`config.mk`:
```
export PLATFORM = sky130hd
export DESIGN_NAME = fp_adder_top
export DESIGN_NICKNAME = d
export VERILOG_FILES = /design/src/rtl/fp_format_pkg.sv /design/src/rtl/fp_pipe_pkg.sv /design/src/rtl/fp_stage_if.sv /design/src/rtl/fp_adder_top.sv /design/src/rtl/fp_align.sv /design/src/rtl/fp_normalize_round.sv /design/src/rtl/frac_addsub.sv
export SDC_FILE = /design/constraint.sdc
export NUM_CORES = 1
export LEC_CHECK = 0
export BUFFER_PORTS_ARGS = -buffer_cell sky130_fd_sc_hd__buf_2
export CAP_MARGIN = 30
export CORE_MARGIN = 2
export CORE_UTILIZATION = 40
export CTS_CLUSTER_SIZE = 25
export DETAILED_ROUTE_END_ITERATION = 8
export PLACE_DENSITY = 0.57
export SLEW_MARGIN = 15
export SYNTH_ARGS = -nofsm -noshare
export SYNTH_HDL_FRONTEND = slang
export SYNTH_SLANG_ARGS = --single-unit
```
`constraint.sdc`:
```
create_clock -name clk -period 6.4 [get_ports clk]
set_clock_uncertainty 0.15 [all_clocks]
set_input_delay 1.28 -clock clk [delete_from_list [all_inputs] [get_ports clk]]
set_output_delay 1.28 -clock clk [all_outputs]
set_load 0.02 [all_outputs]
```
`src/rtl/fp_format_pkg.sv`:
```
// binary32 format package: field widths, exponent limits and the vector types of the datapath
package fp_format_pkg;

	// exponent bias of binary32
	localparam int exp_bias = 127;
	// all-ones exponent, reserved for infinity and NaN
	localparam int exp_max = 2 * exp_bias + 1;
	// stored mantissa bits, hidden bit not counted
	localparam int man_width = 23;
	// guard, round and sticky bits below the mantissa
	localparam int grs_width = 3;

	// one binary32 word
	typedef logic [31:0] fp_word_t;
	// biased exponent as stored
	typedef logic [7:0] exp_t;
	// exponent with headroom for carry and borrow while normalizing
	typedef logic signed [9:0] exp_wide_t;
	// hidden bit, mantissa, then guard/round/sticky
	typedef logic [man_width+grs_width:0] frac_t;
	// fraction sum with carry-out on top
	typedef logic [man_width+grs_width+1:0] sum_t;

endpackage

```
`src/rtl/fp_pipe_pkg.sv`:
```
// pipeline result package: exception flag vector, flag positions and the canonical NaN
package fp_pipe_pkg;

	// overflow, underflow, invalid, inexact
	typedef logic [3:0] flag_t;

	// bit positions inside flag_t
	localparam int flag_ovf = 0;
	localparam int flag_unf = 1;
	localparam int flag_inv = 2;
	localparam int flag_inx = 3;

	// quiet NaN returned for every invalid operation
	localparam logic [31:0] qnan_word = 32'h7FC0_0000;

endpackage

```
`src/rtl/fp_stage_if.sv`:
```
// pipeline stage link: valid/ready handshake carrying one partial add/subtract result
`timescale 1ns/1ps

interface fp_stage_if;

	// handshake
	logic valid;
	logic ready;

	// result sign, taken from the larger operand
	logic sign;
	fp_format_pkg::exp_t exp;
	// larger and aligned smaller fraction, or low sum bits after the adder
	fp_format_pkg::frac_t frac_a;
	fp_format_pkg::frac_t frac_b;
	// carry-out of the fraction adder
	logic carry;
	logic eff_sub;
	// result already decided upstream
	logic special;
	fp_format_pkg::fp_word_t special_word;
	fp_pipe_pkg::flag_t flags;

	modport source (
		output valid, sign, exp, frac_a, frac_b, carry, eff_sub, special, special_word, flags,
		input ready
	);

	modport sink (
		input valid, sign, exp, frac_a, frac_b, carry, eff_sub, special, special_word, flags,
		output ready
	);

endinterface

```
`src/rtl/fp_adder_top.sv`:
```
// binary32 add/subtract unit: three-stage pipeline with valid/ready handshake on both ends
`timescale 1ns/1ps

module fp_adder_top (
	input  logic                    clk,
	input  logic                    rst_n,
	input  logic                    in_valid,
	output logic                    in_ready,
	input  fp_format_pkg::fp_word_t a,
	input  fp_format_pkg::fp_word_t b,
	input  logic                    sub,
	output logic                    out_valid,
	input  logic                    out_ready,
	output fp_format_pkg::fp_word_t result,
	output fp_pipe_pkg::flag_t      flags
);

	// stage links
	fp_stage_if align_to_add ();
	fp_stage_if add_to_norm ();

	// stage 1, input handshake lands here
	fp_align align_i (
		.clk          (clk),
		.rst_n        (rst_n),
		.in_valid     (in_valid),
		.in_ready     (in_ready),
		.a            (a),
		.b            (b),
		.sub          (sub),
		.align_to_add (align_to_add)
	);

	// stage 2
	frac_addsub addsub_i (
		.clk          (clk),
		.rst_n        (rst_n),
		.align_to_add (align_to_add),
		.add_to_norm  (add_to_norm)
	);

	// stage 3, drives the output handshake
	fp_normalize_round norm_i (
		.clk         (clk),
		.rst_n       (rst_n),
		.add_to_norm (add_to_norm),
		.out_valid   (out_valid),
		.out_ready   (out_ready),
		.result      (result),
		.flags       (flags)
	);

endmodule

```
`src/rtl/fp_align.sv`:
```
// alignment stage: unpacks operands, detects specials, swaps by magnitude, shifts with sticky
`timescale 1ns/1ps

module fp_align (
	input  logic                    clk,
	input  logic                    rst_n,
	input  logic                    in_valid,
	output logic                    in_ready,
	input  fp_format_pkg::fp_word_t a,
	input  fp_format_pkg::fp_word_t b,
	input  logic                    sub,
	fp_stage_if.source              align_to_add
);

	logic sign_a;
	logic sign_b;
	fp_format_pkg::exp_t exp_a;
	fp_format_pkg::exp_t exp_b;
	fp_format_pkg::exp_t exp_l;
	fp_format_pkg::exp_t exp_s;
	fp_format_pkg::exp_t exp_diff;
	logic [fp_format_pkg::man_width-1:0] man_a;
	logic [fp_format_pkg::man_width-1:0] man_b;
	logic nan_a;
	logic nan_b;
	logic inf_a;
	logic inf_b;
	logic swap;
	fp_format_pkg::frac_t frac_a;
	fp_format_pkg::frac_t frac_b;
	fp_format_pkg::frac_t frac_l;
	fp_format_pkg::frac_t frac_s;
	fp_format_pkg::frac_t frac_sh;
	fp_format_pkg::frac_t lost_mask;
	logic sticky;
	logic special;
	fp_format_pkg::fp_word_t special_word;
	fp_pipe_pkg::flag_t flags;

	// subtraction is addition with b negated
	assign sign_a = a[31];
	assign sign_b = b[31] ^ sub;
	assign exp_a = a[30:23];
	assign exp_b = b[30:23];

	// all-ones exponent, mantissa decides NaN or infinity
	assign nan_a = (exp_a == fp_format_pkg::exp_t'(fp_format_pkg::exp_max)) && (a[22:0] != '0);
	assign nan_b = (exp_b == fp_format_pkg::exp_t'(fp_format_pkg::exp_max)) && (b[22:0] != '0);
	assign inf_a = (exp_a == fp_format_pkg::exp_t'(fp_format_pkg::exp_max)) && (a[22:0] == '0);
	assign inf_b = (exp_b == fp_format_pkg::exp_t'(fp_format_pkg::exp_max)) && (b[22:0] == '0);

	// subnormals flush to signed zero
	assign man_a = (exp_a == '0) ? '0 : a[22:0];
	assign man_b = (exp_b == '0) ? '0 : b[22:0];

	// hidden bit only on normal numbers, grs bits start clear
	assign frac_a = {exp_a != '0, man_a, {fp_format_pkg::grs_width{1'b0}}};
	assign frac_b = {exp_b != '0, man_b, {fp_format_pkg::grs_width{1'b0}}};

	// equal magnitudes keep a in front
	assign swap = {exp_b, man_b} > {exp_a, man_a};
	assign exp_l = swap ? exp_b : exp_a;
	assign exp_s = swap ? exp_a : exp_b;
	assign frac_l = swap ? frac_b : frac_a;
	assign frac_s = swap ? frac_a : frac_b;

	// never negative after the swap
	assign exp_diff = exp_l - exp_s;

	// bits that fall off the bottom during the right shift
	assign lost_mask = ~(fp_format_pkg::frac_t'('1) << exp_diff);
	assign sticky = |(frac_s & lost_mask);

	always_comb begin
		if (exp_diff >= 8'd27) begin
			// whole fraction shifted out, only sticky survives
			frac_sh = {{($bits(fp_format_pkg::frac_t)-1){1'b0}}, |frac_s};
		end else begin
			frac_sh = (frac_s >> exp_diff) | {{($bits(fp_format_pkg::frac_t)-1){1'b0}}, sticky};
		end
	end

	// specials decide the result here, later stages only forward it
	always_comb begin
		special = 1'b1;
		flags = '0;
		special_word = fp_pipe_pkg::qnan_word;
		if (nan_a || nan_b || (inf_a && inf_b && (sign_a != sign_b))) begin
			// NaN input or inf - inf
			flags[fp_pipe_pkg::flag_inv] = 1'b1;
		end else if (inf_a) begin
			special_word = {sign_a, 8'hFF, {fp_format_pkg::man_width{1'b0}}};
		end else if (inf_b) begin
			special_word = {sign_b, 8'hFF, {fp_format_pkg::man_width{1'b0}}};
		end else begin
			special = 1'b0;
		end
	end

	// output register may load when empty or when it drains this cycle
	assign in_ready = !align_to_add.valid || align_to_add.ready;

	always_ff @(posedge clk) begin
		if (!rst_n) begin
			align_to_add.valid <= 1'b0;
		end else if (in_ready) begin
			align_to_add.valid <= in_valid;
		end
	end

	// payload only changes on a transfer
	always_ff @(posedge clk) begin
		if (in_valid && in_ready) begin
			align_to_add.sign <= swap ? sign_b : sign_a;
			align_to_add.exp <= exp_l;
			align_to_add.frac_a <= frac_l;
			align_to_add.frac_b <= frac_sh;
			align_to_add.eff_sub <= sign_a ^ sign_b;
			align_to_add.special <= special;
			align_to_add.special_word <= special_word;
			align_to_add.flags <= flags;
		end
	end

	// no carry exists before the adder
	assign align_to_add.carry = 1'b0;

endmodule

```
`src/rtl/fp_normalize_round.sv`:
```
// normalize and round stage: leading-zero shift, nearest-even rounding, range checks, packing
`timescale 1ns/1ps

module fp_normalize_round (
	input  logic                    clk,
	input  logic                    rst_n,
	fp_stage_if.sink                add_to_norm,
	output logic                    out_valid,
	input  logic                    out_ready,
	output fp_format_pkg::fp_word_t result,
	output fp_pipe_pkg::flag_t      flags
);

	logic [4:0] lz;
	logic zero_sum;
	fp_format_pkg::frac_t frac;
	fp_format_pkg::frac_t norm;
	fp_format_pkg::exp_wide_t exp_in;
	fp_format_pkg::exp_wide_t exp_n;
	fp_format_pkg::exp_wide_t exp_f;
	logic round_up;
	logic inexact;
	logic [24:0] rounded;
	logic [fp_format_pkg::man_width-1:0] man_f;
	fp_format_pkg::fp_word_t word_n;
	fp_pipe_pkg::flag_t flags_n;

	assign frac = add_to_norm.frac_a;
	assign zero_sum = !add_to_norm.carry && (frac == '0);
	assign exp_in = fp_format_pkg::exp_wide_t'({2'b00, add_to_norm.exp});

	// leading zero count, highest set bit wins
	always_comb begin
		lz = 5'd27;
		for (int i = 0; i < 27; i++) begin
			if (frac[i]) begin
				lz = 5'(26 - i);
			end
		end
	end

	always_comb begin
		if (add_to_norm.carry) begin
			// carry-out, one step right with the dropped bit folded into sticky
			norm = {1'b1, frac[26:2], frac[1] | frac[0]};
			exp_n = exp_in + 10'sd1;
		end else begin
			norm = frac << lz;
			exp_n = exp_in - fp_format_pkg::exp_wide_t'({5'b0, lz});
		end
	end

	// nearest-even from guard, round, sticky and the lsb
	assign round_up = norm[2] && (norm[1] || norm[0] || norm[3]);
	assign inexact = |norm[2:0];
	assign rounded = {1'b0, norm[26:3]} + 25'(round_up);

	// rounding carry-out means renormalize by one
	assign exp_f = exp_n + fp_format_pkg::exp_wide_t'({9'b0, rounded[24]});
	assign man_f = rounded[24] ? rounded[23:1] : rounded[22:0];

	always_comb begin
		flags_n = '0;
		if (add_to_norm.special) begin
			// decided upstream
			word_n = add_to_norm.special_word;
			flags_n = add_to_norm.flags;
		end else if (zero_sum) begin
			// exact cancellation is +0 with no flags
			word_n = '0;
		end else if (exp_f >= fp_format_pkg::exp_wide_t'(fp_format_pkg::exp_max)) begin
			word_n = {add_to_norm.sign, 8'hFF, {fp_format_pkg::man_width{1'b0}}};
			flags_n[fp_pipe_pkg::flag_ovf] = 1'b1;
			flags_n[fp_pipe_pkg::flag_inx] = 1'b1;
		end else if (exp_f <= 10'sd0) begin
			// below normal range, flush to signed zero
			word_n = {add_to_norm.sign, 31'b0};
			flags_n[fp_pipe_pkg::flag_unf] = 1'b1;
			flags_n[fp_pipe_pkg::flag_inx] = 1'b1;
		end else begin
			word_n = {add_to_norm.sign, exp_f[7:0], man_f};
			flags_n[fp_pipe_pkg::flag_inx] = inexact;
		end
	end

	// last register, back-pressure from the output port
	assign add_to_norm.ready = !out_valid || out_ready;

	always_ff @(posedge clk) begin
		if (!rst_n) begin
			out_valid <= 1'b0;
		end else if (add_to_norm.ready) begin
			out_valid <= add_to_norm.valid;
		end
	end

	always_ff @(posedge clk) begin
		if (add_to_norm.valid && add_to_norm.ready) begin
			result <= word_n;
			flags <= flags_n;
		end
	end

endmodule

```
`src/rtl/frac_addsub.sv`:
```
// fraction stage that adds or subtracts the aligned fractions and passes carry-out as overflow
`timescale 1ns/1ps

module frac_addsub (
	input  logic     clk,
	input  logic     rst_n,
	fp_stage_if.sink   align_to_add,
	fp_stage_if.source add_to_norm
);

	fp_format_pkg::sum_t sum;
	logic take;

	// frac_a is never smaller and the difference stays non-negative
	assign sum = align_to_add.eff_sub ?
		{1'b0, align_to_add.frac_a} - {1'b0, align_to_add.frac_b} :
		{1'b0, align_to_add.frac_a} + {1'b0, align_to_add.frac_b};

	// register free or draining
	assign align_to_add.ready = !add_to_norm.valid || add_to_norm.ready;
	assign take = align_to_add.valid && align_to_add.ready;

	always_ff @(posedge clk) begin
		if (!rst_n) begin
			add_to_norm.valid <= 1'b0;
		end else if (align_to_add.ready) begin
			add_to_norm.valid <= align_to_add.valid;
		end
	end

	always_ff @(posedge clk) begin
		if (take) begin
			// bit 27 travels separately as the carry
			add_to_norm.carry <= sum[$bits(fp_format_pkg::sum_t)-1];
			add_to_norm.frac_a <= sum[$bits(fp_format_pkg::frac_t)-1:0];
			add_to_norm.sign <= align_to_add.sign;
			add_to_norm.exp <= align_to_add.exp;
			add_to_norm.special <= align_to_add.special;
			add_to_norm.special_word <= align_to_add.special_word;
			add_to_norm.flags <= align_to_add.flags;
		end
	end

	// second fraction has no meaning after the sum
	assign add_to_norm.frac_b = '0;

endmodule

```
==> impl_metrics.csv, run 1 <==
group,metric,value,unit
status,status,"complete, no violations",
logic_synthesis,synth.yosys.warnings,0,
power_and_ir_drop,irDropWorstVdd,211,uV
layout,final_layout_size_suffix_gt1_share,33.6,%
global_route,grtUsageTotal,29.1,%
global_route,grt_util_met1,34.3,%
global_route,met3_usage,3.78,%
place,dp_hpwl,43500,um
cts,cts_tree,"built",
cts,clk_transition_reported_paths,70,ps
logic_synthesis,yosysSeqAreaShare,30.6,%
setup_path,slowest_delay,420,ps
logic_synthesis,async_flop_share,0,%
timing,tightest_slew,845,ps
setup_path,end_kind,"register",
power_and_ir_drop,power.density,270,mW/mm^2
global_route,grt_max_degree,66,
route,wl_per_cell,20.8,um
setup_path,arrival,6280,ps
route,drt_wl_total,53900,um
logic_synthesis,syn_area_per_cell,8.38,sq um
setup_path,worst_path_max_delay_cell,"or4_4",
setup_path,critPathBufInv,5,
route,drt_iter0_markers,995,
global_route,grt_busiest_layer,"met2",
die,die_w,192,um
die,die_area,0.0369,sq mm
place,placed_cells,2544,
cts,cts_buffers,17,
global_route,grt_pass1_wl,81700,um
die,start_util,40.7,%
die,core_area,0.0347,sq mm
timing,slew_violations,0,
setup_path,crit_family,"compound AO/OA/AOI/OAI gates",
worst_hold_path,hp-class,"register to register",
global_route,antenna_found_initial,0,
logic_synthesis,synth_edf_count,142,
cts,cts_root_buf,"clkbuf_16",
global_route,grt_overflow_total,0,
cts,clock_sinks,145,
layout,layout.nets,2265,
logic_synthesis,yosys-top-cells-area,"edfxtp_1, ha_1, o21ai_0, nand2_1, nor2_1",
timing,hold_violations,0,
setup_path,cp-start-kind,"input port",
cts,clockBufferDepth,2,
cts,htreeDepth,4,
setup_path,cpMostUsedCell,"buf_4",
layout,fillerInstances,3282,
power_and_ir_drop,p_total,5.17,mW
logic_synthesis,synth_common_cells,"nand2_1, o21ai_0, nor2_1",
route,detail-route-antenna-nets,0,
setup_path,cp_data_required_time,6440,ps
setup_path,path_class,"input port to register",
route,drt-pass1-iter-count,5,
logic_synthesis,syn_nets,1823,
logic_synthesis,ys.flop_type,"edfxtp_1",
route,via_count,15100,
timing,slew_headroom,43.7,%
cts,worstSkewPairLatency,460,ps
die,rows,68,
layout,final_cells,2597,
timing,fin_crit_sh,97.4,%
power_and_ir_drop,p_leak,7.73,nW
setup_path,worst-path-max-fanout,8,
timing,fmax,160,MHz
die,ios,107,
timing,layout_min_cycle_time,6240,ps
layout,syn2layout_area_growth,35.8,%
layout,diodes,0,
global_route,grtUsageMet2,51.5,%
place,numPortBuffers,106,
route,viasPerCell,5.80,
run,drv_cap,0,
place,place_congestion,0.980,
route,route.detailed.drc,0,
logic_synthesis,synthDistinctLibCells,110,
timing,finalSetupViolCount,0,
logic_synthesis,yosysMostFrequentCell,"nand2_1",
logic_synthesis,synth_area_leader_cell,"edfxtp_1",
logic_synthesis,synthCells,1687,
die,die_y,192,um
logic_synthesis,synth_top_area_share,30.2,%
global_route,grt_pass1_vias,14600,
logic_synthesis,synth-seq-cells,145,
logic_synthesis,syn_area,0.0141,sq mm
## routing by layer
| layer | vias to the layer above | share of wire (%) |
|---|---|---|
| met5 | - | 0 |
| met4 | 0 | 5.5 |
| met3 | 132 | 5.2 |
| met2 | 519 | 49 |
| met1 | 7147 | 40 |
| li1 | 7270 | - |
## registers in the layout, summed over array words and instances (netlist names)
register	flops
addsub_i.add_to_norm.flags	1
norm_i.result	32
align_i.align_to_add.flags	1
addsub_i.add_to_norm.sign	1
addsub_i.add_to_norm.frac_a	27
align_i.align_to_add.frac_a	24
addsub_i.add_to_norm.exp	8
addsub_i.add_to_norm.special	1
addsub_i.add_to_norm.valid	1
align_i.align_to_add.special_word	2
align_i.align_to_add.eff_sub	1
align_i.align_to_add.sign	1
norm_i.flags	4
norm_i.out_valid	1
addsub_i.add_to_norm.carry	1
align_i.align_to_add.exp	8
align_i.align_to_add.frac_b	27
align_i.align_to_add.special	1
addsub_i.add_to_norm.special_word	2
align_i.align_to_add.valid	1
## what timing repair did
action / CTS / global route
gates cloned: 0 / 2
hold buffers: 0 / 0
resized for setup: 17 / 121
pin swaps: 7 / 60
endpoints found under the setup margin: 31 / 46
buffers inserted: 3 / 16
## per-stage QoR
step           setup WS (ps)  instance area (sq um)  utilization (%)  hold WS (ps)  setup TNS [ps]
6_report                 164                  19200             55.3           269               0
3_3_place_gp            -495                  17800             51.2           252          -11090
3_5_place_dp            -575                  17800             51.3           255           -9430
2_1_floorplan           10.6                  14100                -           250               0
5_1_grt                -72.2                  19200             55.3           279            -166
4_1_cts                 4.22                  18500             53.4           267               0
## power by group
part | internal, mW | leakage, nW | switching (mW)
combinational | 1.30 | 6.08 | 1.59
sequential | 1.19 | 1.36 | 0.0721
clock | 0.554 | 0.288 | 0.474
total | 3.04 | 7.73 | 2.14
## placed cells by master (no fill, tap or decap), types with 59 or more instances in the layout
cell,instances
buf_2,106
nor2_1,146
nand2_1,168
edfxtp_1,142
o21ai_0,148
a21oi_1,105
nand3_1,60
xnor2_1,59
ha_1,59
buf_4,397
## cell families after synthesis
logic type / share of synthesized area (%)
adders and majority gates: 5.98
DFF: 30.6
xor gates and xnor gates: 5.39
buffers and inverters: 5.37
AOI/OAI and AO/OA: 24.2
and+or+nand+nor: 23.0
muxes: 5.47
## final timing paths
path | startpoint | to | slack, ps | cells after the start
min reg2reg | align_i.align_to_add.exp[1] | addsub_i.add_to_norm.exp[1] | 270 | 0
max | b[29] | align_i.align_to_add.frac_b[0] | 160 | 26
max reg2reg | addsub_i.add_to_norm.frac_a[8] | norm_i.result[25] | 220 | 28
min | align_i.align_to_add.exp[1] | addsub_i.add_to_norm.exp[1] | 270 | 0
## layout make-up
| type | instances | area [sq um] | area share (%) |
|---|---|---|---|
| multi-input cells | 1388 | 9650 | 50.3 |
| flip-flops and latches | 145 | 4320 | 22.5 |
| repair buffers | 523 | 3850 | 20.1 |
| well taps | 455 | 569 | 2.97 |
| clock buffers | 17 | 425 | 2.22 |
| inverters | 54 | 205 | 1.07 |
| clock inverters | 15 | 166 | 0.867 |
No activity file was read; power rests on OpenSTA's default activity.
==> run 2: changes to the inputs <==
Settings changed: PLACE_DENSITY 0.57 to 0.55.
Clock period 6.4 ns to 7.25 ns, I/O delays scaled along.
==> run 2 against run 1 <==
Effect of this change: register-to-register slack gained 410 ps; core utilization shrank 7.7 points; flip-flop and latch count is the same.
==> impl_metrics.csv, run 2 (same netlist as run 1, synthesis figures left out) <==
group,metric,value,unit
layout,reg.largest.list,"norm_i.result: 32 flops, addsub_i.add_to_norm.frac_a: 27 flops, align_i.align_to_add.frac_b: 27 flops",
timing,layout_min_cycle_time,6650,ps
setup_path,cp_data_required_time,7280,ps
place,numPortBuffers,106,
timing,slew_violations,0,
global_route,grt_max_degree,66,
setup_path,worst-path-max-fanout,24,
setup_path,critPathBufInv,4,
setup_path,worst_path_max_delay_cell,"or4_1",
global_route,grtUsageTotal,26.4,%
worst_hold_path,hp-class,"register to register",
die,core_area,0.0347,sq mm
status,status,"complete, no violations",
layout,largest_reg_flops,32,
timing,fin_setup_tns,0,ps
timing,finalSetupViolCount,0,
layout,final_cell_mix,"nand2_1, o21ai_0, nor2_1, edfxtp_1, buf_4",
place,placed_area,0.0159,sq mm
layout,final_common_cell,"nand2_1",
power_and_ir_drop,combPwrFrac,49.5,%
die,rows,68,
route,viasPerCell,6.07,
setup_path,cp-start-kind,"input port",
layout,postLayoutCellArea,0.0165,sq mm
layout,final_layout_size_suffix_gt1_share,19.9,%
cts,worstSkewPairLatency,430,ps
timing,fmax,150,MHz
route,drt_wl_total,48500,um
setup_path,slowest_delay,430,ps
cts,cts_setup_buffers,0,
power_and_ir_drop,switchingPower,1.70,mW
cts,clk_transition_reported_paths,70,ps
cts,hold_buffers,0,
cts,clock_sinks,145,
place,place_congestion,0.999,
timing,fin_crit_sh,91.8,%
cts,cts_tree,"built",
global_route,grt_overflow_total,0,
setup_path,cpMostUsedCell,"buf_4",
layout,diodes,0,
timing,hold_violations,0,
setup_path,end_kind,"register",
power_and_ir_drop,p_leak,6.29,nW
global_route,grt_pass1_vias,13400,
power_and_ir_drop,power.density,249,mW/mm^2
power_and_ir_drop,pwr-share-seq,27.5,%
cts,cts_buffers,17,
run,drv_cap,0,
cts,cts_resized,0,
cts,clockBufferDepth,2,
global_route,grt_pass1_wl,75000,um
route,drt_iter0_markers,1285,
power_and_ir_drop,irDropWorstVdd,154,uV
die,die_area,0.0369,sq mm
route,wl_per_cell,20.8,um
power_and_ir_drop,power.share.clock,23.0,%
cts,cts_root_buf,"clkbuf_16",
route,via_count,14100,
die,ios,107,
setup_path,path_class,"input port to register",
route,route.detailed.drc,0,
die,die_y,192,um
die,die_w,192,um
layout,syn2layout_area_growth,16.8,%
timing,tightest_slew,841,ps
timing,slew_headroom,43.9,%
layout,layout.nets,1994,
power_and_ir_drop,p_int,2.41,mW
route,detail-route-antenna-nets,0,
die,start_util,40.7,%
layout,regMostFlops,"norm_i.result",
route,drt-pass1-iter-count,7,
global_route,antenna_found_initial,0,
power_and_ir_drop,swShare,41.5,%
setup_path,arrival,6680,ps
timing,rsz0062_at_grt,"false",
place,dp_hpwl,38200,um
setup_path,crit_family,"compound AO/OA/AOI/OAI gates",
cts,htreeDepth,4,
==> run 2: changes by cell type in the layout (fill, tap and decap cells not counted), sizes merged <==
cell / change
clkbuf: -2
buf: -269
bufinv: +2
clkinv: -3
clkinvlp: +1
==> run 2: routing by layer <==
layer  vias to the layer above  track usage [%]  share of wire [%]  wire length (um)
li1                       6722                -                  -                 -
met1                      6617             33.0                 42             20200
met2                       646             45.1                 48             23200
met3                       125             3.54                6.5              3140
met4                         0             12.1                4.0              1940
met5                         -                0                  0                 0
==> run 2: worst paths after layout <==
kind                                         from                        endpoint  slack [ps]  depth (start not counted)
setup / recovery                            b[27]  align_i.align_to_add.frac_b[0]         600                         25
hold / removal       align_i.align_to_add.special    addsub_i.add_to_norm.special         270                          0
setup reg to reg  addsub_i.add_to_norm.frac_a[26]               norm_i.result[23]         630                         26
hold reg to reg      align_i.align_to_add.special    addsub_i.add_to_norm.special         270                          0
==> run 2: metrics by stage <==
step           hold slack (ps)  power, mW  setup WS, ps  instances  util (%)
4_1_cts                    270       4.09           606       2326      47.6
3_3_place_gp               254       3.14           138       2293      45.7
5_1_grt                    281       4.34           220       2326      47.6
2_1_floorplan              250       2.49           462       1687         -
3_5_place_dp               255       3.14           138       2294      45.8
6_report                   270       4.11           596       2326      47.6
==> run 2: worst reg2reg max path, stage by stage (launching register included) <==
cell	delay, ps
edfxtp_1	550
nor2_1	490
nand2_1	310
a21oi_4	460
buf_4	310
mux2_4	200
a21oi_1	50
or3_1	330
a211oi_2	240
a221oi_2	80
or3_4	370
nor4_4	320
nand2_1	100
nor2_1	160
buf_4	160
ha_1	170
ha_1	170
nand3_1	80
xor2_1	180
or4_1	530
nor4_1	220
or2_2	190
buf_4	110
and3_1	180
nor2_1	50
buf_4	170
o21ai_0	110
==> run 2: area by class of cell <==
cell class                      count  area [sq um]
Sequential cell                   145          4320
Clock inverter                     15           194
Multi-Input combinational cell   1388          9110
Tap cell                          455           569
Clock buffer                       17           425
Fill cell                        3441         18200
Timing Repair Buffer              252          1680
Inverter                           54           203
==> run 2: power groups by stage <==
| stage | Sequential (mW) | Clock [mW] | Combinational [mW] |
|---|---|---|---|
| after detailed placement | 1.15 | 0 | 1.99 |
| after global placement | 1.15 | 0 | 1.99 |
| after floorplan | 1.12 | 0 | 1.37 |
| after global routing | 1.14 | 0.993 | 2.21 |
| after CTS | 1.13 | 0.963 | 2.00 |
| final | 1.13 | 0.946 | 2.03 |
==> run 3: changes to the inputs <==
Settings changed: HOLD_SLACK_MARGIN set to 0.03.
Clock period 7.25 ns to 8.24 ns, I/O delays scaled along.
==> run 3 against run 2 <==
Effect of this change: flip-flop and latch count did not move; register-to-register slack improved by 220 ps; clock power fell by 16%; hold slack barely moved; cell area fell by 4.2%; power fell by 15%; first-iteration DRC count rose by 5.9%; combinational power fell by 18%; critical path type is now register to register.
==> impl_metrics.csv, run 3 (same netlist as run 1, synthesis figures left out) <==
group,metric,value,unit
status,status,"complete, no violations",
global_route,grtUsageTotal,27.1,%
die,die_w,192,um
worst_hold_path,hp-class,"register to register",
cts,cts_setup_buffers,0,
place,placed_area,0.0152,sq mm
layout,layout.nets,1909,
die,ios,107,
cts,clockBufferDepth,2,
cts,cts_root_buf,"clkbuf_16",
timing,rsz0062_at_grt,"false",
cts,cts_resized,0,
global_route,antenna_found_initial,1,
power_and_ir_drop,p_leak,5.86,nW
layout,postLayoutCellArea,0.0158,sq mm
cts,cts_buffers,17,
global_route,grt_pass1_vias,13000,
setup_path,path_class,"register to register",
route,drt_iter0_markers,1361,
setup_path,cp-start-kind,"register",
layout,regMostFlops,"norm_i.result",
route,detail-route-antenna-nets,0,
cts,cts_tree,"built",
die,die_y,192,um
power_and_ir_drop,power.density,220,mW/mm^2
timing,finalSetupViolCount,0,
timing,fin_setup_tns,0,ps
route,route.detailed.drc,0,
layout,final_layout_size_suffix_gt1_share,16.1,%
cts,clock_sinks,145,
run,drv_cap,0,
place,dp_slack,744,ps
timing,tightest_slew,1010,ps
timing,slew_headroom,32.0,%
layout,syn2layout_area_growth,11.9,%
route,viasPerCell,6.17,
timing,slew_violations,0,
global_route,met3_usage,3.23,%
place,dp_hpwl,38600,um
layout,reg.largest.list,"norm_i.result: 32 flops, addsub_i.add_to_norm.frac_a: 27 flops, align_i.align_to_add.frac_b: 27 flops",
setup_path,cp_data_required_time,8360,ps
power_and_ir_drop,irDropWorstVdd,146,uV
place,place_congestion,0.955,
power_and_ir_drop,p_total,3.49,mW
layout,final_common_cell,"nand2_1",
global_route,grt_pass1_wl,76700,um
cts,clk_transition_reported_paths,70,ps
route,drt_wl_total,49500,um
setup_path,end_kind,"register",
global_route,grt_util_met1,34.4,%
die,core_area,0.0347,sq mm
global_route,grt_max_degree,66,
layout,diodes,0,
route,drt-pass1-iter-count,6,
die,rows,68,
route,wl_per_cell,22.1,um
timing,fin_crit_sh,89.7,%
setup_path,worst-path-max-fanout,21,
cts,worstSkewPairLatency,440,ps
cts,hold_buffers,0,
die,start_util,40.7,%
route,via_count,13800,
timing,layout_min_cycle_time,7390,ps
timing,hold_violations,0,
timing,fmax,135,MHz
setup_path,arrival,7510,ps
die,die_area,0.0369,sq mm
layout,largest_reg_flops,32,
place,numPortBuffers,106,
global_route,grt_overflow_total,0,
layout,fin_util,45.6,%
layout,fillerInstances,3500,
timing,setup_ws,847,ps
layout,final_cell_mix,"nand2_1, o21ai_0, nor2_1, edfxtp_1, a21oi_1",
cts,htreeDepth,4,
global_route,grtUsageMet2,45.6,%
global_route,grt_busiest_layer,"met2",
==> run 3: metal layers <==
layer / routed length (um) / part of all wire (%) / up-vias
met2: 23700 / 48 / 625
met5: 0 / 0 / -
met1: 20500 / 41 / 6515
li1: - / - / 6550
met3: 2830 / 5.7 / 135
met4: 2480 / 5.0 / 0
==> run 3: worst paths after layout <==
| kind | start | slack [ps] | depth (start not counted) | to |
|---|---|---|---|---|
| setup / recovery | addsub_i.add_to_norm.frac_a[9] | 850 | 25 | norm_i.result[12] |
| hold reg to reg | align_i.align_to_add.exp[4] | 270 | 0 | addsub_i.add_to_norm.exp[4] |
| hold / removal | align_i.align_to_add.exp[4] | 270 | 0 | addsub_i.add_to_norm.exp[4] |
| setup reg to reg | addsub_i.add_to_norm.frac_a[9] | 850 | 25 | norm_i.result[12] |
==> run 3: critical path, stage by stage (launching register included) <==
cell and delay [ps]:
edfxtp_1 590, or4_1 580, o21ai_1 140, nand2_1 110, a21oi_4 660, inv_1 450, nor2_1 250, a21o_2 130
o21ai_0 120, a221o_1 400, a211oi_4 300, nand4_2 210, nor4_4 340, nand3_1 130, nor2_1 330, ha_1 240
ha_1 210, nand2_1 100, nor2_1 140, xnor2_1 190, nor4_1 90, or2_2 320, a21oi_2 480, nand2_1 190
buf_12 190, o21ai_0 180
==> run 3: final cells by class <==
cell class                      instances  area (sq um)  share of cell area, %
Inverter                               54           203                   1.28
Clock buffer                           17           425                   2.69
Clock inverter                         15           159                   1.00
Tap cell                              455           569                   3.60
Multi-Input combinational cell       1388          9110                   57.6
Timing Repair Buffer                  167          1020                   6.46
Sequential cell                       145          4320                   27.3
==> run 3: power breakdown <==
group	switching (mW)	total (mW)	internal (mW)	leakage (nW)
sequential	0.0993	1.02	0.921	1.36
clock	0.382	0.791	0.408	0.288
combinational	1.05	1.67	0.625	4.21
==> run 3: stage by stage <==
| stage | hold slack, ps | cells |
|---|---|---|
| floorplan | 250 | 1687 |
| global placement | 256 | 2207 |
| global route | 266 | 2241 |
| CTS | 265 | 2241 |
| finish | 270 | 2241 |
| detailed placement | 255 | 2209 |
